===== src/include/aipCoprocessor_params.svh =====
`ifndef AIP_COPROCESSOR_PARAMS_SVH
`define AIP_COPROCESSOR_PARAMS_SVH

`define AIP_DATA_WIDTH 32 // bus word width

`define AIP_CONFIG_WIDTH 5 // config code width

`define AIP_MEM_ADDR_WIDTH 7 // 128 words per buffer

`define AIP_MEM_DEPTH (1 << `AIP_MEM_ADDR_WIDTH)

`define AIP_IP_ID 32'h00004003 // ip-core identity

`endif


===== src/hdl/aipBufIf.sv =====
`default_nettype none
`include "aipCoprocessor_params.svh"

interface aipBufIf;

  logic                           wrEn;
  logic [`AIP_MEM_ADDR_WIDTH-1:0] wrAddr;
  logic [`AIP_DATA_WIDTH-1:0]     wrData;
  logic [`AIP_MEM_ADDR_WIDTH-1:0] rdAddr;
  logic [`AIP_DATA_WIDTH-1:0]     rdData;

  modport writer (output wrEn, output wrAddr, output wrData);

  modport reader (output rdAddr, input rdData);

  modport ram (
    input  wrEn, wrAddr, wrData, rdAddr,
    output rdData
  );

endinterface

`default_nettype wire


===== src/hdl/aipDualPortRam.sv =====
`default_nettype none
`include "aipCoprocessor_params.svh"

module aipDualPortRam (
  input wire clk,
  aipBufIf.ram mem
);

  logic [`AIP_DATA_WIDTH-1:0] memory [0:`AIP_MEM_DEPTH-1];

  // single write port, stored on the rising edge
  always_ff @(posedge clk) begin
    if (mem.wrEn) begin
      memory[mem.wrAddr] <= mem.wrData;
    end
  end

  // asynchronous read, zero latency
  assign mem.rdData = memory[mem.rdAddr];

endmodule

`default_nettype wire


===== src/flat_wrapper.sv =====
// flat-port wrapper written by rule: the top's interface ports become plain ports
module aipDualPortRam_flat 
  (clk, mem_wrEn, mem_wrAddr, mem_wrData, mem_rdAddr, mem_rdData);
  aipBufIf mem_i ();
  input wire clk;
  input wire logic [$bits(mem_i.wrEn)-1:0] mem_wrEn;
  input wire logic [$bits(mem_i.wrAddr)-1:0] mem_wrAddr;
  input wire logic [$bits(mem_i.wrData)-1:0] mem_wrData;
  input wire logic [$bits(mem_i.rdAddr)-1:0] mem_rdAddr;
  output wire logic [$bits(mem_i.rdData)-1:0] mem_rdData;
  assign mem_i.wrEn = mem_wrEn;
  assign mem_i.wrAddr = mem_wrAddr;
  assign mem_i.wrData = mem_wrData;
  assign mem_i.rdAddr = mem_rdAddr;
  assign mem_rdData = mem_i.rdData;
  aipDualPortRam u_core (.clk(clk), .mem(mem_i));
endmodule

===== config.mk =====
export PLATFORM = sky130hd
export DESIGN_NAME = aipDualPortRam_flat
export DESIGN_NICKNAME = d
export VERILOG_FILES = /design/src/hdl/aipBufIf.sv /design/src/hdl/aipDualPortRam.sv /design/src/flat_wrapper.sv
export VERILOG_INCLUDE_DIRS = /design/src /design/src/include
export SDC_FILE = /design/constraint.sdc
export NUM_CORES = 2
export LEC_CHECK = 0
export BUFFER_PORTS_ARGS = -buffer_cell sky130_fd_sc_hd__buf_2
export CAP_MARGIN = 20
export CORE_ASPECT_RATIO = 0.9
export CORE_MARGIN = 5
export CORE_UTILIZATION = 40
export DETAILED_ROUTE_END_ITERATION = 7
export PLACE_DENSITY = 0.59
export SLEW_MARGIN = 20
export SYNTH_ARGS = -nofsm -noshare
export SYNTH_HDL_FRONTEND = slang
export SYNTH_SLANG_ARGS = --single-unit

===== constraint.sdc =====
create_clock -name clk -period 5.5 [get_ports clk]
set_clock_uncertainty 0.15 [all_clocks]
set_input_delay 0 -clock clk [delete_from_list [all_inputs] [get_ports clk]]
set_output_delay 0 -clock clk [all_outputs]
set_load 0.03 [all_outputs]

# Word level (Yosys, flattened, before mapping)
# Memory sizes are Yosys's and may differ from the RTL's.
# Cells that the tools add are included.
op_classes:
  n_mux: 2
ops:
  columns: ["op", "n"]
  rows:
  - ["two-way mux 1 bit", 2]
totals:
  reg_bits: 0
  ramBits: 4096
  inputBits: 48
  out_inout_bits: 32
  word_cells: 3
  n_memories: 1
mem_list:
  columns: ["name", "words", "width", "read_ports", "rd_ports_with_merged_regs", "write_ports", "line", "rtl"]
  rows:
  - ["u_core.memory", 128, 32, 1, 0, 1, "aipDualPortRam.sv:9", "logic [`AIP_DATA_WIDTH-1:0] memory [0:`AIP_MEM_DEPTH-1];"]

# Depth between registers and ports, before layout
depth:
  depth_word: 2
  ltp_mapped: 8
  mapped_depth_nobuf: 4

# Least setup slack after synthesis
# No wires, ideal clock.
synth_timing:
  path_kind: "input -> register"
  start: "input port mem_wrEn"
  end: "memory u_core.memory[98][0] (netlist name), enable pin"
  setup_time_ns: 0.461
  arrival_time_ns: 2.778
  t_required_ns: 4.889
  path_slack_ns: 2.111
  path_stages: 3
  n_path_buf: 1
  path_cell_list: "clkbuf_1 nand4_1 nor3_1"
synth_between:
  elab_chain_cells: 2
synth_rtl:
  columns: ["item", "line", "rtl"]
  rows:
  - ["start, declared", "flat_wrapper.sv:6", "input wire logic [$bits(mem_i.wrEn)-1:0] mem_wrEn;"]
  - ["two-way mux 1 bit", "aipDualPortRam.sv:13", "if (mem.wrEn) begin"]
  - ["two-way mux 1 bit (implied by the code)", "aipDualPortRam.sv:14", "memory[mem.wrAddr] <= mem.wrData;"]
  - ["end, declared", "aipDualPortRam.sv:9", null]
# No other way between the ends.

# Worst setup path after layout
layout_timing:
  start: "memory u_core.memory[86][16] (netlist name)"
  end: "output port mem_rdData[16]"
layout_between:
  elab_chain_cells: 1
layout_rtl:
  columns: ["item", "line", "rtl"]
  rows:
  - ["memory (128 x 32 bit)", null, null]
  - ["end, declared", "flat_wrapper.sv:10", "output wire logic [$bits(mem_i.rdData)-1:0] mem_rdData;"]
# No other way between the ends.

==> flow_metrics.py <==
metrics = {
    "outcome": {
        "status": "completed",
    },
    "synthesis": {
        "synthAdderAreaFrac_pct": 0,
        "synth_xor_area_share_pct": 0,
        "ys_types": 16,
        "syn_inst": 5958,
        "ys_top_cells_by_area": "edfxtp_1 (79%), mux4_2 (19%), clkbuf_1 (0.44%)",
        "yosysWarningCount": 0,
        "ys_seq_elements": 4096,
        "netlist.area_leader.share_pct": 79.0,
        "netlist_area_um2": 156000,
        "synth_area_per_cell_um2": 26.1,
        "async_reset_ff_share_pct": 0,
        "ys.flop_type": "edfxtp_1",
        "synth_simple_gate_area_share_pct": 0.448,
        "synth_compound_area_share_pct": 0,
        "yosysSeqAreaShare_pct": 79.0,
        "yosys-mux-area-fraction_pct": 19.7,
        "synth_edf_count": 4096,
        "syn_nets": 6006,
        "synth_top_family_by_area": "multiplexers",
        "synth_top_cell_by_area": "edfxtp_1",
    },
    "critical_path": {
        "arrival_ns": 3.73,
        "cp-start-kind": "flop",
        "crit_type": "reg -> out",
        "worst-path-max-fanout": 2,
        "worstPathRequired_ns": 5.35,
        "end_kind": "primary output",
    },
    "floorplan": {
        "design.core.area_um2": 388000,
        "die_w_um": 668,
        "row_count": 217,
        "die_h_um": 602,
        "ioPinCount": 80,
        "start_util_pct": 40.1,
        "dieArea_um2": 402000,
    },
    "grt": {
        "grt-busiest-layer": "met2",
        "gr-usage-all-layers_pct": 19.5,
        "use_met3_pct": 4.18,
        "grtUsageMet2_pct": 30.9,
        "grtUsageMet1_pct": 27.5,
        "grt_overflow_total": 0,
        "grt_pass1_wl_mm": 554,
        "antenna_found_initial": 74,
        "grt_max_degree": 99,
        "grt_pass1_vias": 70600,
    },
    "power": {
        "p_int_mw": 51.5,
        "comb_power_share_pct": 5.3,
        "clockPowerShare_pct": 41.7,
        "total_leakage_power_nw": 54.2,
        "netSwitchingFraction_pct": 20.9,
        "p_seq_share_pct": 53.0,
        "p_switching_mw": 13.6,
        "power_per_cell_area_nw_per_um2": 365,
        "peakVddDrop_uv": 272,
    },
    "sta": {
        "setup_viol": 0,
        "hold_viol_final": 0,
        "setup_tns_ns": 0,
        "worst_slew_pin_slew_ns": 1.16,
        "relSlewSlack_pct": 22.8,
        "fmax_mhz": 258,
        "fin_crit_ns": 3.88,
        "grt_setup_unrepaired": "no",
        "finalMaxSlewViolations": 0,
        "timing.final.crit_share_pct": 70.6,
    },
    "cts": {
        "cts_tree": "done",
        "clkTransAtPathRegs_ns": 0.06,
        "cts_resized": 0,
        "post_cts_buffers": 0,
        "cts_max_level": 5,
        "cts.sinks": 4096,
        "cts_buffer_depth": 4,
        "cts_root_buffer": "clkbuf_16",
        "numCtsBuffers": 403,
        "cts.hold.buffers_added": 43,
    },
    "finish": {
        "drive_gt1_share_pct": 35.9,
        "area_growth_pct": 14.7,
        "num-fill-cells": 31100,
        "regMostFlops": "u_core.memory",
        "nets": 6496,
        "largest_register_ffs": 4096,
        "reg.largest.list": "u_core.memory x4096",
        "fin_area_um2": 178000,
    },
    "detailed_routing": {
        "via_per_inst": 5.82,
        "drc_errors": 0,
        "wl_per_cell_um": 33.1,
        "first_iter_violations": 8560,
        "via_count": 69700,
        "drt_wl_total_mm": 396,
        "drtPass1Iterations": 5,
        "final_antenna_net_count": 0,
    },
    "run": {
        "cap_violations": 0,
    },
    "placement": {
        "hpwl_mm": 229,
        "place_area_um2": 165000,
        "io_buffers": 79,
        "gp_congestion": 0.814,
    },
    "worst_hold_path": {
        "hold_path.class": "in -> reg",
    },
}
-- logic make-up (layout without fill, tap and decap cells) --
family                 Yosys count  in the layout
buffers and inverters          316           1135
DFF                           4096           4096
muxes                         1376           1376
other                            0             43
and+or+nand+nor                170            170
-- metrics by stage --
| step | util (%) | worst slack, ns | power [mW] | instances | hold slack [ns] |
|---|---|---|---|---|---|
| 3_5_place_dp | 42.5 | 1.80 | 38.6 | 11100 | 0.414 |
| 2_1_floorplan | - | 2.11 | 36.9 | 5958 | -0.0511 |
| 5_1_grt | 46.0 | 1.57 | 67.0 | 11900 | 0.0663 |
| 6_report | 46.0 | 1.62 | 65.1 | 12000 | 0.0676 |
| 4_1_cts | 46.0 | 1.51 | 65.6 | 11900 | 0.00985 |
| 3_3_place_gp | 42.5 | 1.80 | 38.5 | 11100 | 0.393 |
-- routing by layer --
layer	vias to the layer above	routed length, um
met2	3189	191000
li1	27400	-
met4	6	11300
met1	38500	159000
met3	554	35000
met5	-	34
-- cells in the final DEF, fill, tap and decap left out, drive strengths merged --
master       Yosys  routed
nor2b            7       7
clkinv           0     184
nand2b           2       2
mux2            32      32
nand2           14      14
nand4            3       3
dlygate4sd3      0      43
or3              1       1
edfxtp        4096    4096
inv              0       7
buf            134     358
clkinvlp         0      15
nand3           12      12
bufinv           0      41
nor2           122     122
nor3             9       9
mux4          1344    1344
clkbuf         182     487
diode            0      43
-- cell type report --
cell class / instances / area (um^2) / area share (%)
clock buffers: 487 / 10700 / 5.98
flip-flops and latches: 4096 / 123000 / 68.9
clock inverters: 247 / 2270 / 1.27
repair buffers: 401 / 3680 / 2.06
well taps: 5146 / 6440 / 3.61
diodes: 43 / 108 / 0.0603
multi-input cells: 1546 / 32300 / 18.1
-- Yosys cell counts, types with 3 or more instances --
cell type / n
edfxtp_1: 4096
mux4_2: 1344
clkbuf_1: 182
nor2_1: 122
buf_2: 79
buf_1: 50
mux2_2: 32
nand2_1: 14
nand3_1: 12
nor3_1: 9
nor2b_1: 7
buf_4: 3
nand4_1: 3
-- power by group through the flow --
stage	Clock [mW]	Sequential, mW	Combinational [mW]
finish	27.1	34.5	3.43
floorplan	0	35.1	1.78
detailed placement	0	35.2	3.42
CTS	27.6	34.5	3.46
global route	28.9	34.5	3.60
global placement	0	35.1	3.37
-- critical path, cell delays in order (launching register included) --
cell and delay (ns):
edfxtp_1 0.38, mux4_2 0.48, mux4_2 0.66, mux4_2 0.66, mux2_2 0.42, buf_2 0.22
-- path summary, 6_finish.rpt --
path  slack (ns)  cells after the start               endpoint                   from
max         1.62                      5         mem_rdData[16]  u_core.memory[86][16]
min         0.07                      2  u_core.memory[93][14]         mem_wrData[14]
Note: power is estimated with default switching activity, not from simulation.
