[config.mk]
export PLATFORM = sky130hd
export DESIGN_NAME = aipPortCtrl_flat
export DESIGN_NICKNAME = d
export VERILOG_FILES = /design/src/hdl/aipPkg.sv /design/src/hdl/aipBufIf.sv /design/src/hdl/aipPortCtrl.sv /design/src/flat_wrapper.sv
export VERILOG_INCLUDE_DIRS = /design/src /design/src/include
export SDC_FILE = /design/constraint.sdc
export NUM_CORES = 1
export LEC_CHECK = 0
export BUFFER_PORTS_ARGS = -buffer_cell sky130_fd_sc_hd__buf_2
export CAP_MARGIN = 0
export CORE_AREA = 2 2 71 73
export CTS_CLUSTER_DIAMETER = 150
export DETAILED_ROUTE_END_ITERATION = 10
export DIE_AREA = 0 0 73 75
export PLACE_DENSITY = 0.81
export SLEW_MARGIN = 20
export SYNTH_ARGS = -nofsm -noshare
export SYNTH_HDL_FRONTEND = slang
export SYNTH_SLANG_ARGS = --single-unit
[constraint.sdc]
create_clock -name clk -period 2.2 [get_ports clk]
set_input_delay 0.22 -clock clk [delete_from_list [all_inputs] [get_ports clk]]
set_output_delay 0.22 -clock clk [all_outputs]
set_load 0.05 [all_outputs]
[src/include/aipCoprocessor_params.svh]
`ifndef AIP_COPROCESSOR_PARAMS_SVH
`define AIP_COPROCESSOR_PARAMS_SVH

`define AIP_DATA_WIDTH 32 // bus word width

`define AIP_CONFIG_WIDTH 5 // config code width

`define AIP_MEM_ADDR_WIDTH 7 // 128 words per buffer

`define AIP_MEM_DEPTH (1 << `AIP_MEM_ADDR_WIDTH)

`define AIP_IP_ID 32'h00004003 // ip-core identity

`endif

[src/hdl/aipPkg.sv]
`default_nettype none
`include "aipCoprocessor_params.svh"

package aipPkg;

  typedef enum logic [`AIP_CONFIG_WIDTH-1:0] {
    CFG_BUF_DATA  = 5'd0, // own buffer data
    CFG_BUF_ADDR  = 5'd1, // load write pointer
    CFG_PEER_DATA = 5'd2, // peer buffer data
    CFG_PEER_ADDR = 5'd3, // load read pointer
    CFG_STATUS    = 5'd30,
    CFG_ID        = 5'd31
  } configCode_t;

  // same word seen as a bus value or as status fields
  typedef union packed {
    logic [`AIP_DATA_WIDTH-1:0] raw;
    struct packed {
      logic [15:0] reserved;
      logic [7:0]  statusCode;
      logic [7:0]  intFlags; // one bit per interrupt source
    } fields;
  } statusWord_t;

endpackage

`default_nettype wire

[src/hdl/aipBufIf.sv]
`default_nettype none
`include "aipCoprocessor_params.svh"

interface aipBufIf;

  logic                           wrEn;
  logic [`AIP_MEM_ADDR_WIDTH-1:0] wrAddr;
  logic [`AIP_DATA_WIDTH-1:0]     wrData;
  logic [`AIP_MEM_ADDR_WIDTH-1:0] rdAddr;
  logic [`AIP_DATA_WIDTH-1:0]     rdData;

  modport writer (output wrEn, output wrAddr, output wrData);

  modport reader (output rdAddr, input rdData);

  modport ram (
    input  wrEn, wrAddr, wrData, rdAddr,
    output rdData
  );

endinterface

`default_nettype wire

[src/hdl/aipPortCtrl.sv]
`default_nettype none
`include "aipCoprocessor_params.svh"

module aipPortCtrl
  import aipPkg::*;
(
  input  wire                        clk,
  input  wire                        rst,
  input  wire                        en_i,
  input  wire                        read_i,
  input  wire                        write_i,
  input  configCode_t                config_i,
  input  wire [`AIP_DATA_WIDTH-1:0]  dataIn_i,
  input  statusWord_t                status_i,
  aipBufIf.writer                    wrBuf,
  aipBufIf.reader                    rdBuf,
  output logic                       setStatus_o,
  output logic [`AIP_DATA_WIDTH-1:0] dataOut_o
);

  logic [`AIP_MEM_ADDR_WIDTH-1:0] wrPtr; // next word written to own buffer
  logic [`AIP_MEM_ADDR_WIDTH-1:0] rdPtr; // next word read from peer buffer
  logic                           bufWrite;
  logic                           wrPtrLoad;
  logic                           rdPtrLoad;
  logic                           peerRead;

  // code decode
  assign bufWrite    = write_i && (config_i == CFG_BUF_DATA);
  assign wrPtrLoad   = write_i && (config_i == CFG_BUF_ADDR);
  assign rdPtrLoad   = write_i && (config_i == CFG_PEER_ADDR);
  assign peerRead    = read_i && (config_i == CFG_PEER_DATA);
  assign setStatus_o = write_i && (config_i == CFG_STATUS);

  // own buffer write port
  assign wrBuf.wrEn   = bufWrite; // store is not held off by en_i
  assign wrBuf.wrAddr = wrPtr;
  assign wrBuf.wrData = dataIn_i;

  // peer buffer read port
  assign rdBuf.rdAddr = rdPtr;

  always_ff @(posedge clk or negedge rst) begin
    if (!rst) begin
      wrPtr <= '0;
    end else if (en_i) begin
      if (wrPtrLoad) begin
        wrPtr <= dataIn_i[`AIP_MEM_ADDR_WIDTH-1:0];
      end else if (bufWrite) begin
        wrPtr <= wrPtr + 1'b1; // wraps at buffer end
      end
    end
  end

  always_ff @(posedge clk or negedge rst) begin
    if (!rst) begin
      rdPtr <= '0;
    end else if (en_i) begin
      if (rdPtrLoad) begin
        rdPtr <= dataIn_i[`AIP_MEM_ADDR_WIDTH-1:0];
      end else if (peerRead) begin
        rdPtr <= rdPtr + 1'b1; // advance after the read cycle
      end
    end
  end

  // readback mux, combinational from code and pointer
  always_comb begin
    case (config_i)
      CFG_PEER_DATA: dataOut_o = rdBuf.rdData;
      CFG_STATUS:    dataOut_o = status_i.raw;
      CFG_ID:        dataOut_o = `AIP_IP_ID;
      default:       dataOut_o = '0; // unknown codes read zero
    endcase
  end

endmodule

`default_nettype wire

[src/flat_wrapper.sv]
// flat-port wrapper written by rule: the top's interface ports become plain ports
module aipPortCtrl_flat import aipPkg::*;
  (clk, rst, en_i, read_i, write_i, config_i, dataIn_i, status_i, setStatus_o, dataOut_o, wrBuf_wrEn, wrBuf_wrAddr, wrBuf_wrData, rdBuf_rdAddr, rdBuf_rdData);
  aipBufIf wrBuf_i ();
  aipBufIf rdBuf_i ();
  input  wire clk;
  input  wire rst;
  input  wire en_i;
  input  wire read_i;
  input  wire write_i;
  input  configCode_t config_i;
  input  wire [`AIP_DATA_WIDTH-1:0] dataIn_i;
  input  statusWord_t status_i;
  output logic setStatus_o;
  output logic [`AIP_DATA_WIDTH-1:0] dataOut_o;
  output wire logic [$bits(wrBuf_i.wrEn)-1:0] wrBuf_wrEn;
  output wire logic [$bits(wrBuf_i.wrAddr)-1:0] wrBuf_wrAddr;
  output wire logic [$bits(wrBuf_i.wrData)-1:0] wrBuf_wrData;
  output wire logic [$bits(rdBuf_i.rdAddr)-1:0] rdBuf_rdAddr;
  input wire logic [$bits(rdBuf_i.rdData)-1:0] rdBuf_rdData;
  assign wrBuf_wrEn = wrBuf_i.wrEn;
  assign wrBuf_wrAddr = wrBuf_i.wrAddr;
  assign wrBuf_wrData = wrBuf_i.wrData;
  assign rdBuf_rdAddr = rdBuf_i.rdAddr;
  assign rdBuf_i.rdData = rdBuf_rdData;
  aipPortCtrl u_core (.clk(clk), .rst(rst), .en_i(en_i), .read_i(read_i), .write_i(write_i), .config_i(config_i), .dataIn_i(dataIn_i), .status_i(status_i), .wrBuf(wrBuf_i), .rdBuf(rdBuf_i), .setStatus_o(setStatus_o), .dataOut_o(dataOut_o));
endmodule
After elaboration in Yosys (flattened, before gate mapping) --
Index checks and enable logic that the tools add are counted.
Word-level totals: register bits 14, input port bits 106, output and inout port bits 80, word-level logic and storage cells 24
Cells by class: add/sub/neg operators 2, equal/unequal tests 5, muxes and demuxes 5, reductions and logical operators 10
Operators with widths (count):
- 32-bit one-hot mux with 3 select lines | 1
- 7-bit 2-to-1 mux | 4
- 7-bit by 1-bit adder with 7-bit output, second input constant | 2
- 5-bit by 2-bit equality test with 1-bit output, second input constant | 2
- 5-bit equality test, second input constant | 2
- 5-bit by 1-bit equality test with 1-bit output, second input constant | 1
- 1-bit logical AND | 5
- 5-bit zero test | 1
- 2-bit AND reduction | 2
- 2-bit nonzero test | 2

Logic depth before layout (Yosys ltp) --
depth in word-level cells 4, gate-level depth with buffers 6, mapped depth without buffers 5

Worst setup path after synthesis --
Ideal clock, no wire load.
kind in2out, from input port config_i[3], to output port dataOut_o[0], arrival time 1611 ps, data required time 1980 ps, slack 369 ps, stages on the path 5, path buffers 1, path through or4b_4 -> nor2_8 -> buf_6 -> nand2_1 -> o21ai_1
On the way: word-level cells in the longest chain between the ends 2, elaborated cells between the ends (all ways) 4, classes of those cells 3 x eq/ne; 1 x mux
Ends and longest elaborated chain:
- start: declaration | line flat_wrapper.sv:11 | input configCode_t config_i;
- 5-bit equality test or 5-bit by 2-bit equality test with 1-bit output (tied branches) | line aipPortCtrl.sv:69 | case (config_i)
- 32-bit one-hot mux with 3 select lines * | line aipPortCtrl.sv:69
- end: declaration | line flat_wrapper.sv:15 | output logic [`AIP_DATA_WIDTH-1:0] dataOut_o;
Mark *: on every way between the ends. The rest lies on a longest branch, timed or not.

Worst setup path after layout --
from input port config_i[3], to output port dataOut_o[22]
Same word-level chain as after synthesis.

==> impl_metrics.env <==
export IMPL_status="finished clean"
export IMPL_grt_pass1_wl_um=7893
export IMPL_grtUsageTotal=0.1851
export IMPL_insertion_delay_ns=0.25
export IMPL_ios=186
export IMPL_critPathKind="input port to output pin"
export IMPL_place_hpwl_um=4590
export IMPL_synth_top_area_frac=0.2242
export IMPL_core_area_mm2=0.004661
export IMPL_first_pass_iters=4
export IMPL_fp_dieH_um=75
export IMPL_synthFlopType="dfrtp_1"
export IMPL_finalWorstSetupSlack_ns=0.1465
export IMPL_synth_top_area_cell="dfrtp_1"
export IMPL_hold_viol=0
export IMPL_syn_inst=188
export IMPL_power_density_mw_per_mm2=499.0
export IMPL_cp_arrival_ns=1.83
export IMPL_yosysSeqAreaShare=0.2242
export IMPL_portBuffers=135
export IMPL_synth_edff_count=0
export IMPL_grt_max_degree=33
export IMPL_antenna_found_initial=0
export IMPL_via_per_inst=5.385
export IMPL_maxCapViolCount=0
export IMPL_tightestPinTransition_ns=0.4077
export IMPL_synth_seq_cells=14
export IMPL_finalSetupViolCount=0
export IMPL_synth_warnings=0
export IMPL_cts_htree_levels=1
export IMPL_end_kind="output pin"
export IMPL_period_needed_ns=2.054
export IMPL_synth_cell_types=37
export IMPL_maxSlewViolCount=0
export IMPL_syn_nets=296
export IMPL_die_w_um=73
export IMPL_worstHoldPathCells=3
export IMPL_finalSetupTns_ns=0
export IMPL_dp_slack_ns=0.1501
export IMPL_drive_above_1_share=0.5246
export IMPL_ir_worst_vdd_mv=0.3039
export IMPL_clk_path_buf_depth=2
export IMPL_gp_congestion=0.8239
export IMPL_crit_required_ns=1.98
export IMPL_diodes=0
export IMPL_initial_utilization=0.3353
export IMPL_worstPathMaxFanout=32
export IMPL_drt_wl_total_um=5577
export IMPL_slew_headroom=0.7282
export IMPL_drc=0
export IMPL_fin_crit_sh=0.9334
export IMPL_clkTransAtPathRegs_ns=0.06
export IMPL_cts_setup_buffers=0
export IMPL_async_reset_ff_frac=1.000
export IMPL_rsz0062_at_grt="false"
export IMPL_clock_sinks=14
export IMPL_syn_to_final_growth_pct=31.47
export IMPL_grt_overflow=0
export IMPL_drt_iter0_drc=121
export IMPL_avgSynthCellArea_um2=8.312
export IMPL_num_rows=25
export IMPL_start_kind="input port"
export IMPL_min_path_type="input port to register"
export IMPL_wl_per_cell_um=16.50
export IMPL_ant_nets=0
export IMPL_synth_area_top_cells="dfrtp_1 (22%), a22o_1 (16%), buf_4 (15%)"
export IMPL_cts_tree="done"
export IMPL_fmax_mhz=487.0
export IMPL_yosysMostFrequentCell="buf_4"
export IMPL_clockRootBuffer="clkbuf_8"
export IMPL_num_vias=1820
export IMPL_netlist_area_mm2=0.001563
export IMPL_cts_buffers=3
export IMPL_grt_pass1_vias=1574
export IMPL_power_leakage_nw=1.143
export IMPL_reg2regPathDepth=5
export IMPL_dieArea_mm2=0.005475
export IMPL_power_mw=1.025
export IMPL_nNetsFinal=394
export IMPL_skew_ns=0.002908
export IMPL_whs_ns=0.2634
export IMPL_yosys_top_cells_count="buf_4 (32), a22o_1 (29), dfrtp_1 (14)"
layout by cell type (no fill, tap or decap), drive strengths merged:
| cell type | instances |
|---|---|
| nor4b | 1 |
| nand2 | 13 |
| nor2 | 9 |
| dlygate4sd3 | 1 |
| nand3 | 14 |
| or2 | 1 |
| o22ai | 2 |
| mux2i | 5 |
| a21oi | 6 |
| dfrtp | 14 |
| a31oi | 2 |
| nand4 | 1 |
| mux2 | 1 |
| a22o | 29 |
| a211o | 1 |
| o21ai | 12 |
| or3 | 1 |
| and2 | 1 |
| o211ai | 2 |
| inv | 7 |
| a22oi | 3 |
| buf | 136 |
| a2bb2oi | 4 |
| or4b | 1 |
| o32ai | 2 |
| nor3b | 1 |
| and3 | 7 |
| ha | 2 |
| clkbuf | 3 |
| nor4 | 2 |
path summary, 6_finish.rpt:
path	from	end	slack, ns
max in group asynchronous	rst	u_core.wrBuf.wrAddr[6]	1.55
worst min register to register	u_core.wrBuf.wrAddr[0]	u_core.wrBuf.wrAddr[0]	0.52
worst max-delay path	config_i[3]	dataOut_o[22]	0.15
worst min-delay path	dataIn_i[1]	u_core.rdBuf.rdAddr[1]	0.26
min in group asynchronous	rst	u_core.rdBuf.rdAddr[0]	0.40
worst max register to register	u_core.wrBuf.wrAddr[0]	u_core.wrBuf.wrAddr[6]	0.69
what timing repair did:
item	in CTS	in global routing
resized for setup	0	0
hold buffers	1	0
hold endpoints to repair	14	0
endpoints found under the setup margin	0	0
cell families after synthesis:
family,count (synthesis),share of synthesized area
mux,6,0.03923
buf+inv,51,0.2170
simple gates,52,0.2010
flops,14,0.2242
fa+ha+maj,2,0.01601
compound gates,63,0.3026
sequential cells by signal, summed over array words and instances (netlist names):
signal / flops
u_core.rdBuf.rdAddr: 7
u_core.wrBuf.wrAddr: 7
metrics by stage:
step / util / instance area, um^2 / instances
6_report: 0.4408 / 2054 / 338
5_1_grt: 0.4408 / 2054 / 338
4_1_cts: 0.4408 / 2054 / 338
3_5_place_dp: 0.4298 / 2003 / 334
3_3_place_gp: 0.4298 / 2003 / 334
2_1_floorplan: - / 1563 / 188
power by group:
| group | switching [mW] | internal, mW |
|---|---|---|
| sequential | 0.0378 | 0.291 |
| combinational | 0.329 | 0.157 |
| clock | 0.0890 | 0.121 |
per-layer routing:
layer,vias to the layer above,routed length (um),track usage
met2,90,2643,0.2753
li1,860,-,-
met5,-,0,0
met4,0,145,0.06996
met1,856,2312,0.2539
met3,14,474,0.05355
worst max-delay path, cell delays in order:
cell    delay (ns)
buf_2         0.14
or4b_4        0.61
nor2_8        0.36
a22o_1        0.23
buf_2         0.27
cell type report:
class | count | area (um^2)
timing repair buffer | 137 | 693.2
clock buffer | 3 | 41.29
inverter | 7 | 26.28
multi-input combinational | 123 | 875.8
fill | 472 | 2606
sequential | 14 | 350.3
tap | 54 | 67.56
Power figures use the tool's default switching activity.
