==> src/include/aipCoprocessor_params.svh <==
`ifndef AIP_COPROCESSOR_PARAMS_SVH
`define AIP_COPROCESSOR_PARAMS_SVH

`define AIP_DATA_WIDTH 32 // bus word width

`define AIP_CONFIG_WIDTH 5 // config code width

`define AIP_MEM_ADDR_WIDTH 7 // 128 words per buffer

`define AIP_MEM_DEPTH (1 << `AIP_MEM_ADDR_WIDTH)

`define AIP_IP_ID 32'h00004003 // ip-core identity

`endif

==> src/hdl/aipPkg.sv <==
`default_nettype none
`include "aipCoprocessor_params.svh"

package aipPkg;

  typedef enum logic [`AIP_CONFIG_WIDTH-1:0] {
    CFG_BUF_DATA  = 5'd0, // own buffer data
    CFG_BUF_ADDR  = 5'd1, // load write pointer
    CFG_PEER_DATA = 5'd2, // peer buffer data
    CFG_PEER_ADDR = 5'd3, // load read pointer
    CFG_STATUS    = 5'd30,
    CFG_ID        = 5'd31
  } configCode_t;

  // same word seen as a bus value or as status fields
  typedef union packed {
    logic [`AIP_DATA_WIDTH-1:0] raw;
    struct packed {
      logic [15:0] reserved;
      logic [7:0]  statusCode;
      logic [7:0]  intFlags; // one bit per interrupt source
    } fields;
  } statusWord_t;

endpackage

`default_nettype wire

==> src/hdl/aipStatus.sv <==
`default_nettype none
`include "aipCoprocessor_params.svh"

module aipStatus
  import aipPkg::*;
(
  input  wire                       clk,
  input  wire                       rst,
  input  wire                       setUp_i,
  input  wire                       clearNet_i,
  input  wire [`AIP_DATA_WIDTH-1:0] upData_i,
  input  wire [`AIP_DATA_WIDTH-1:0] netData_i,
  output statusWord_t               status_o,
  output logic                      intReq_o
);

  statusWord_t upWord;
  statusWord_t netWord;
  statusWord_t readback;
  logic [7:0]  statusCode;
  logic [7:0]  intFlags; // pending interrupts

  assign upWord.raw  = upData_i;
  assign netWord.raw = netData_i;

  always_ff @(posedge clk or negedge rst) begin
    if (!rst) begin
      statusCode <= '0;
      intFlags   <= '0;
    end else if (setUp_i) begin
      // uP set takes priority over a network clear in the same cycle
      statusCode <= upWord.fields.statusCode;
      intFlags   <= intFlags | upWord.fields.intFlags;
    end else if (clearNet_i) begin
      intFlags <= intFlags & ~netWord.fields.intFlags; // write one to clear
    end
  end

  always_comb begin
    readback.fields.reserved   = '0;
    readback.fields.statusCode = statusCode;
    readback.fields.intFlags   = intFlags;
  end

  assign status_o = readback;
  assign intReq_o = |intFlags; // any pending flag

endmodule

`default_nettype wire

==> config.mk <==
export PLATFORM = sky130hd
export DESIGN_NAME = aipStatus
export DESIGN_NICKNAME = d
export VERILOG_FILES = /design/src/hdl/aipPkg.sv /design/src/hdl/aipStatus.sv
export VERILOG_INCLUDE_DIRS = /design/src /design/src/include
export SDC_FILE = /design/constraint.sdc
export NUM_CORES = 1
export LEC_CHECK = 0
export BUFFER_PORTS_ARGS = -buffer_cell sky130_fd_sc_hd__clkbuf_2
export CAP_MARGIN = 20
export CORE_MARGIN = 3
export CORE_UTILIZATION = 30
export CTS_CLUSTER_DIAMETER = 200
export DETAILED_ROUTE_END_ITERATION = 10
export GPL_ROUTABILITY_DRIVEN = 0
export PLACE_DENSITY_LB_ADDON = 0.08
export REMOVE_ABC_BUFFERS = 1
export SLEW_MARGIN = 15
export SYNTH_ARGS = -nofsm -noshare
export SYNTH_HDL_FRONTEND = slang
export SYNTH_SLANG_ARGS = --single-unit
==> constraint.sdc <==
create_clock -name clk -period 1.1 [get_ports clk]
set_clock_uncertainty 0.05 [all_clocks]
set_input_delay 0.22 -clock clk [delete_from_list [all_inputs] [get_ports clk]]
set_output_delay 0.22 -clock clk [all_outputs]
set_load 0.02 [all_outputs]
### Word-level counts from Yosys, hierarchy flattened

Index checks and enable logic that the tools add are counted.

* register bits: 16
* logic and storage cells: 9
* output and inout bits: 33
* input bits: 68

* bitwise operators: 3
* muxes and demuxes: 2
* reductions and logical operators: 2

Operators with widths (number)
* $mux W8: 2
* $and A8 B8 Y8: 1
* $not A8 Y8: 1
* $or A8 B8 Y8: 1
* $reduce_or A8 Y1: 1
* $reduce_bool A2 Y1: 1

### Depth between registers and ports, before layout

Gate-level depths: netlist (run 1).

* depth in word-level cells: 4
* mapped depth: 4
* gate-level depth less buffers: 2

### Least setup slack after synthesis (run 1)

OpenSTA, ideal clock, no wires.

* kind: register to output
* from: reg intFlags[6]
* to: out intReq_o
* data required time: 830 ps
* arrival: 900 ps
* buffers on the path: 0
* slack: -70 ps
* cell stages (with the launch flop): 3
* cell sequence: dfrtp_1 nor4_1 nand2_1

* longest elaborated chain between the ends: 1

RTL lines
* start: declaration: RTL line aipStatus.sv:21 `logic [7:0] intFlags;`
* start signal: assignment: RTL line aipStatus.sv:33 `intFlags <= intFlags | upWord.fields.intFlags;`
* start signal: assignment: RTL line aipStatus.sv:35 `intFlags <= intFlags & ~netWord.fields.intFlags;`
* $reduce_or A8 Y1: RTL line aipStatus.sv:46 `assign intReq_o = |intFlags;`
* end: declaration: RTL line aipStatus.sv:14 `output logic intReq_o`

Every way passes these cells.

### Worst setup path in the final report (run 1)

* from: reg intFlags[7]
* to: out intReq_o

The elaborated chain is that of the path after synthesis.

==> results.toml, run 1 <==
[status]
outcome = "finished with violations"
failed_checks = "setup timing"

[layout]
layout.nets = 194
final_cell_mix = "clkbuf_2, conb_1, dfrtp_1"
antenna_cells = 0
finish.utilization_pct = 54.4
area_growth_pct = 64.9
finalInstanceArea_sq_mm = 0.00125
layout.area.seq_sq_um = 400
fin_cells = 153
final_common_cell = "clkbuf_2"
layout-drive-gt1-share_pct = 58.4
fillCellCount = 239
multiInputGateArea_sq_um = 277

[power_and_ir_drop]
p_leak_uw = 0.000629
powerDensity_mw_per_mm2 = 1350
ir_drop_v = 0.000712

[drt]
dr_total_vias = 653
first_pass_iters = 2
viasPerCell = 4.27
routed_wl_mm = 1.83
route.detailed.drc = 0
drt_iter0_drc = 3
detail-route-antenna-nets = 0
routedWlPerCell_microns = 11.9

[floorplanning]
die_w_microns = 56.3
ios = 101
die_y_microns = 56.3
start_util_pct = 33.0
num_rows = 17
core_area_sq_mm = 0.00230
die_area_sq_mm = 0.00317

[global_routing]
grt_pass1_vias = 653
grt_max_degree = 17
antenna_found_initial = 0
grt_overflow = 0
grt_pass1_wl_mm = 2.89
globalRouteTotalUtil_pct = 11.7

[timing]
fmax_mhz = 679
hold_violations = 0
finalCritPeriodShare_pct = 134
slew_viol_final = 0
fin_ws_ps = -373
fin_crit_ps = 1470
rsz0062_at_grt = "yes"
setup_viol = 9

[synth]
avgSynthCellArea_sq_um = 11.8
seq_area_frac_synth_pct = 52.8
synth.distinct_cells = 13
yosys_register_bits = 16
synth_warnings = 0
syn_inst = 64
syn_area_sq_um = 758

[clocking]
cts_root_buffer = "clkbuf_4"
h-tree-depth = 1
cts_num_sinks = 16
cts_made_buffers = 3
clockBufferDepth = 2
tritoncts = "yes"
clkLatencyLatePin_ps = 280
clk_pin_slew_worst_paths_ps = 90

[min_path]
worstHoldPathType = "primary input to flip-flop"

[flow_run]
drv_cap = 0

[worst_setup_path]
cp_data_arrival_time_ps = 1200
worstSetupEndpointType = "output port"
reg2reg_setup_slack_ps = 110
path_max_fanout = 2
start_kind = "flip-flop"
crit_required_ps = 830
path_class = "flip-flop to output port"

[placed_design]
dpl_cell_area_sq_mm = 0.00101
place_hpwl_mm = 1.33
io_buffers = 44
place_inst = 144
-- report_power, final --
part	internal, uW	switching, uW
combinational	330	272
clock	201	176
sequential	655	51.9
-- cells by family after synthesis --
group | Yosys count | share of synthesized area (%)
AO/OA/AOI/OAI | 16 | 11.6
other | 1 | 0.495
flip-flops | 16 | 52.8
multiplexers | 8 | 12.4
AND/OR/NAND/NOR | 4 | 2.97
buffers and inverters | 19 | 19.8
-- path summary, 6_finish.rpt --
| check | startpoint | endpoint | depth (start not counted) |
|---|---|---|---|
| min | netData_i[7] | intFlags[7] | 2 |
| min in group asynchronous | rst | statusCode[1] | 2 |
| max reg2reg | intFlags[7] | intFlags[7] | 4 |
| max in group asynchronous | rst | intFlags[3] | 2 |
| min reg2reg | statusCode[1] | statusCode[1] | 1 |
| max | intFlags[7] | intReq_o | 3 |
-- sequential cells by signal, summed over array words and instances, names as in the netlist --
register and cells:
intFlags 8, statusCode 8
-- Yosys cell counts --
master	number	area (sq um)
a21oi_1	10	50.1
a31oi_1	6	37.5
buf_4	16	120
buf_6	1	11.3
buf_8	1	15.0
conb_1	1	3.75
dfrtp_1	16	400
inv_1	1	3.75
mux2_2	7	78.8
mux2_4	1	15.0
nand2_1	1	3.75
nor2b_1	1	6.26
nor4_1	2	12.5
-- what timing repair did --
action / 4_1_cts / 5_1_grt
endpoints found under the setup margin: 15 / 17
hold endpoints to repair: 16 / 0
setup buffers: 0 / 8
gates cloned: 0 / 0
gates resized for setup: 24 / 37
pin swaps: 1 / 1
hold buffers: 1 / 0
-- area by class of cell --
class,instances,share of cell area [%]
Sequential cell,16,32.0
Multi-Input combinational cell,44,22.1
Tap cell,28,2.80
Clock buffer,4,2.90
Timing Repair Buffer,60,39.8
Inverter,1,0.300
-- critical path, stage by stage (launching register included) --
cell,delay (ps)
dfrtp_1,400
nor4_2,290
nand2_1,70
buf_2,160
-- metal layers --
| layer | GRT usage [%] | wire length (microns) | vias up |
|---|---|---|---|
| met3 | 6.21 | 190 | 2 |
| met4 | 3.05 | 13 | 0 |
| li1 | - | - | 313 |
| met5 | 0 | 0 | - |
| met1 | 13.1 | 692 | 301 |
| met2 | 19.4 | 931 | 37 |
-- per-stage QoR --
stage          total power (uW)  hold WS [ps]  setup WS, ps  setup TNS, ps
6_report                   1690          44.9          -373          -1580
5_1_grt                    1790          41.6          -450          -2320
4_1_cts                    1620          33.3          -403          -1520
3_5_place_dp               1130           116          -101           -126
3_3_place_gp               1130           122          -106           -106
2_1_floorplan               911          -126         -70.4          -70.4
Power figures use the tool's default switching activity.
==> run 2: changes to the inputs <==
- ABC_AREA: not set -> 1
- CORE_UTILIZATION: 30 -> 32
- CTS_CLUSTER_SIZE: not set -> 8
==> run 2 against run 1 <==
- clock power rose by 5%
- largest cell class unchanged
- utilization down 3.0 points
- worst hold slack gained 31 ps
- total power is 1.0% lower
- the run still ends with setup timing left
- area after synthesis increased by 12%
- non-clock buffer count is 5 lower
- sequential share of layout area fell by 0.90 points
- final cell count up 27%
==> results.toml, run 2 <==
[layout]
layout-drive-gt1-share_pct = 39.6
final_cell_mix = "nand2_1, clkbuf_2, nor2_1"
final_common_cell = "nand2_1"
largestRegisters = "intFlags: 8 flops, statusCode: 8 flops"
area_growth_pct = 52.1
layout.nets = 233
antenna_cells = 0
finish.utilization_pct = 51.5
fillCellCount = 250

[drt]
viasPerCell = 4.05
wl_met1_microns = 781
routed_wl_mm = 2.01
routedWlPerCell_microns = 10.4
drt_iter0_drc = 6
dr_total_vias = 785
route.detailed.drc = 0
first_pass_iters = 2
wl_met3_microns = 226
detail-route-antenna-nets = 0
routed.top_layer = "met4"
wl_met2_microns = 989

[synth]
synthTopCellsByArea = "dfrtp_1, buf_4, nand2_1"
syn_area_sq_um = 846
synth_mux_area_share_pct = 0
seq_area_frac_synth_pct = 47.3
async_reset_ff_share_pct = 100
avgSynthCellArea_sq_um = 7.90
synth_warnings = 0
synth_top_family_by_area = "simple AND/OR/NAND/NOR gates"
yosys.area_share.simple_pct = 26.5
ys.flop_type = "dfrtp_1"
synth.most_common_cell = "nand2_1"
synth_edf_count = 0
synth_compound_area_share_pct = 5.18
yosysTopAreaCellShare_pct = 47.3
synthTopCellsByCount = "nand2_1, nor2_1, buf_4, dfrtp_1, inv_1"
synth_xor_area_share_pct = 0
synth.distinct_cells = 12
yosys_register_bits = 16
synth_area_leader_cell = "dfrtp_1"
synth_fa_ha_area_share_pct = 0
syn_inst = 107

[worst_setup_path]
path_max_fanout = 2
path_class = "flip-flop to output port"
worstSetupEndpointType = "output port"
cp_data_arrival_time_ps = 1110
start_kind = "flip-flop"
crit_required_ps = 830

[global_routing]
grt_overflow = 0
antenna_found_initial = 0
grt_pass1_vias = 652
grt_max_degree = 17
globalRouteTotalUtil_pct = 11.1
grt_pass1_wl_mm = 2.81

[floorplanning]
start_util_pct = 33.8
die_area_sq_mm = 0.00330
core_area_sq_mm = 0.00250
num_rows = 18
die_y_microns = 57.4
ios = 101
die_w_microns = 57.4

[clocking]
h-tree-depth = 1
tritoncts = "yes"
cts_root_buffer = "clkbuf_4"
clockBufferDepth = 2
clk_pin_slew_worst_paths_ps = 100
cts_num_sinks = 16
cts_made_buffers = 3
clkLatencyLatePin_ps = 280

[timing]
fin_crit_ps = 1380
fmax_mhz = 726
finalCritPeriodShare_pct = 125
rsz0062_at_grt = "yes"
whs_ps = 75.6
fin_ws_ps = -277
hold_violations = 0
slew_viol_final = 0
tns_ps = -1080
setup_viol = 13

[status]
failed_checks = "setup timing"
outcome = "finished with violations"

[power_and_ir_drop]
p_leak_uw = 0.000753
ir_drop_v = 0.000713
powerDensity_mw_per_mm2 = 1300

[flow_run]
drv_cap = 0

[placed_design]
place_hpwl_mm = 1.42
io_buffers = 44

[min_path]
worstHoldPathType = "primary input to flip-flop"
-- run 2: area by class of cell --
cell class	count	area, sq um	share of cell area [%]
clock buffer	4	36.3	2.82
inverter	10	42.5	3.31
multi-input combinational	79	335	26.1
sequential	16	400	31.1
tap	30	37.5	2.92
timing repair buffer	55	434	33.8
-- run 2: path summary, 6_finish.rpt --
| path | endpoint | slack [ps] | cells past startpoint | start |
|---|---|---|---|---|
| worst min-delay path | statusCode[0] | 80 | 3 | upData_i[8] |
| max in group asynchronous | statusCode[3] | 370 | 2 | rst |
| worst min register to register | statusCode[4] | 460 | 2 | statusCode[4] |
| worst max-delay path | intReq_o | -280 | 3 | intFlags[7] |
| worst max register to register | intFlags[6] | 150 | 5 | intFlags[6] |
| min in group asynchronous | intFlags[2] | 340 | 2 | rst |
-- run 2: logic make-up (layout without fill, tap and decap cells) --
family / count (synthesis) / after routing
compound gates: 8 / 8
buf+inv: 27 / 69
simple gates: 55 / 55
other cells: 1 / 16
flops: 16 / 16
-- run 2: per-layer routing --
metal,global-route usage [%],vias to the layer above
met5,0,-
met4,4.97,0
met3,3.17,2
met2,17.9,42
met1,13.6,338
li1,-,403
-- run 2: stage by stage --
step	setup slack [ps]	cell area [sq um]	std cells	power [uW]
global route	-366	1290	194	1760
floorplan	27.7	771	105	948
global placement	62.2	1040	180	1100
CTS	-271	1160	189	1570
detailed placement	60.2	1040	180	1110
finish	-277	1290	194	1670
-- run 2: critical path, stage by stage, from the launching register on --
cell and delay [ps]:
dfrtp_1 420, nor2_2 140, nand4_1 100, clkbuf_8 160
-- run 2: what timing repair did --
item,CTS,global route
hold buffers,1,0
setup endpoints to repair,17,17
pin swaps,3,2
hold endpoints to repair,16,0
gates resized for setup,11,43
buffers inserted,4,7
cloned,0,0
-- run 2: power by group --
| group | internal, uW | switching, uW | total [uW] |
|---|---|---|---|
| clock network | 201 | 193 | 394 |
| registers | 653 | 54.7 | 707 |
| logic | 275 | 292 | 568 |
==> run 3: changes to the inputs <==
--- a/config.mk
+++ b/config.mk
@@ -12,3 +12,3 @@
 export CORE_MARGIN = 3
-export CORE_UTILIZATION = 32
+export CORE_UTILIZATION = 35
 export CTS_CLUSTER_DIAMETER = 200
@@ -17,2 +17,3 @@
 export GPL_ROUTABILITY_DRIVEN = 0
+export GPL_TIMING_DRIVEN = 0
 export PLACE_DENSITY_LB_ADDON = 0.08
==> constraint.sdc (replaced) <==
create_clock -name clk -period 1.8 [get_ports clk]
set_clock_uncertainty 0.05 [all_clocks]
set_input_delay 0.45 -clock clk [delete_from_list [all_inputs] [get_ports clk]]
set_output_delay 0.45 -clock clk [all_outputs]
set_load 0.02 [all_outputs]
==> run 3 against run 2 <==
- the flow now finishes without violations
- final cell count fell by 6.7%
- first-iteration DRC count grew 130%
- utilization is 4.3 points lower
- sequential share of layout area grew 6.6 points
- critical path depth unchanged
- count of clock-buffer cells in the layout is the same
- non-clock buffer count shrank 11
- sequential power shrank 40%
- sequential cell count did not move
- highest routed layer unchanged
- worst setup slack improved by 520 ps
- die area shrank 7.7%
==> results.toml, run 3 (synthesized netlist as in run 2, its figures left out) <==
[timing]
fmax_mhz = 641
tns_ps = 0
hold_violations = 0
setup_viol = 0
slew_viol_final = 0
rsz0062_at_grt = "no"
fin_ws_ps = 241
finalCritPeriodShare_pct = 86.6
fin_crit_ps = 1560

[placed_design]
dp_slack_ps = 545
io_buffers = 44
dpl_cell_area_sq_mm = 0.00103
place_hpwl_mm = 1.43

[power_and_ir_drop]
ir_drop_v = 0.000459
p_total_uw = 901
p_leak_uw = 0.000660
powerDensity_mw_per_mm2 = 848

[clocking]
post_cts_resized = 0
postCtsSetupBuffers = 0
cts_num_sinks = 16
cts_made_buffers = 3
h-tree-depth = 1
tritoncts = "yes"
clkLatencyLatePin_ps = 280
clk_pin_slew_worst_paths_ps = 100
clockBufferDepth = 2
holdBufCountCts = 0
cts_root_buffer = "clkbuf_4"

[drt]
viasPerCell = 4.18
detail-route-antenna-nets = 0
first_pass_iters = 4
dr_total_vias = 756
routed_wl_mm = 1.76
drt_iter0_drc = 14
routedWlPerCell_microns = 9.72
route.detailed.drc = 0

[worst_setup_path]
start_kind = "flip-flop"
reg2reg_setup_slack_ps = 970
rr_worst_depth = 4
crit_required_ps = 1300
worstSetupEndpointType = "output port"
reg2reg_from = "intFlags[6]"
path_class = "flip-flop to output port"
cp-startpoint = "intFlags[6]"
r2r_end = "intFlags[6]"
cp_data_arrival_time_ps = 1060
path_max_fanout = 3

[layout]
fillCellCount = 243
finish.utilization_pct = 47.1
layout.nets = 222
area_growth_pct = 25.6
layout-drive-gt1-share_pct = 34.0
multiInputGateArea_sq_um = 328
antenna_cells = 0
largestRegisters = "intFlags: 8 flops, statusCode: 8 flops"
layout.area.seq_sq_um = 400
final_common_cell = "clkbuf_2"
final_cell_mix = "clkbuf_2, nand2_1, nor2_1"
finalInstanceArea_sq_mm = 0.00106

[floorplanning]
ios = 101
core_area_sq_mm = 0.00225
die_area_sq_mm = 0.00304
start_util_pct = 37.5
die_y_microns = 55.2
die_w_microns = 55.2
num_rows = 17

[status]
outcome = "complete, no violations"

[global_routing]
grt_overflow = 0
grt_pass1_wl_mm = 2.79
antenna_found_initial = 0
globalRouteTotalUtil_pct = 13.1
grt_pass1_vias = 667
grt_max_degree = 17

[flow_run]
drv_cap = 0

[min_path]
worstHoldPathType = "primary input to asynchronous set/reset pin"
run 3: cell types whose count changed in the layout (fill, tap and decap cells not counted):
cell and change:
nor2_2 -3, buf_6 -14, dlygate4sd3_1 -1, clkbuf_2 +17, buf_8 -2, buf_4 -8, nor2_1 +3, clkbuf_8 -3
run 3: worst max-delay path by stage:
stage / end / depth (start not counted)
3_5_place_dp: intReq_o / 3
6_report: intReq_o / 3
3_3_place_gp: intReq_o / 3
5_1_grt: intReq_o / 3
2_1_floorplan: intReq_o / 2
4_1_cts: intReq_o / 3
run 3: worst max-delay path, stage by stage (launching register included):
cell and delay, ps:
dfrtp_1 400, nor2_1 120, nand4_1 90, clkbuf_2 160
run 3: through the flow:
step | hold WS [ps] | std cells
2_1_floorplan | 104 | 105
3_3_place_gp | 354 | 177
3_5_place_dp | 354 | 177
4_1_cts | 34.6 | 181
5_1_grt | 39.7 | 181
6_report | 22.7 | 181
run 3: layout make-up:
type                       count  area share, %
timing repair buffer          44           20.7
tap                           28           3.30
inverter                      10           4.00
multi-input combinational     79           30.9
clock buffer                   4           3.42
sequential                    16           37.7
run 3: power breakdown:
| group | switching [uW] | total, uW | internal [uW] |
|---|---|---|---|
| clock network | 113 | 236 | 123 |
| logic | 162 | 240 | 78.0 |
| registers | 26.8 | 426 | 399 |
| total | 301 | 901 | 600 |
run 3: metal layers:
layer / wire (microns) / part of all wire, % / vias up / GRT usage [%]
met5: 0 / 0 / - / 0
met4: 7 / 0.40 / 0 / 6.07
met3: 217 / 12 / 2 / 3.49
met2: 801 / 46 / 42 / 22.2
met1: 733 / 42 / 332 / 15.4
li1: - / - / 380 / -
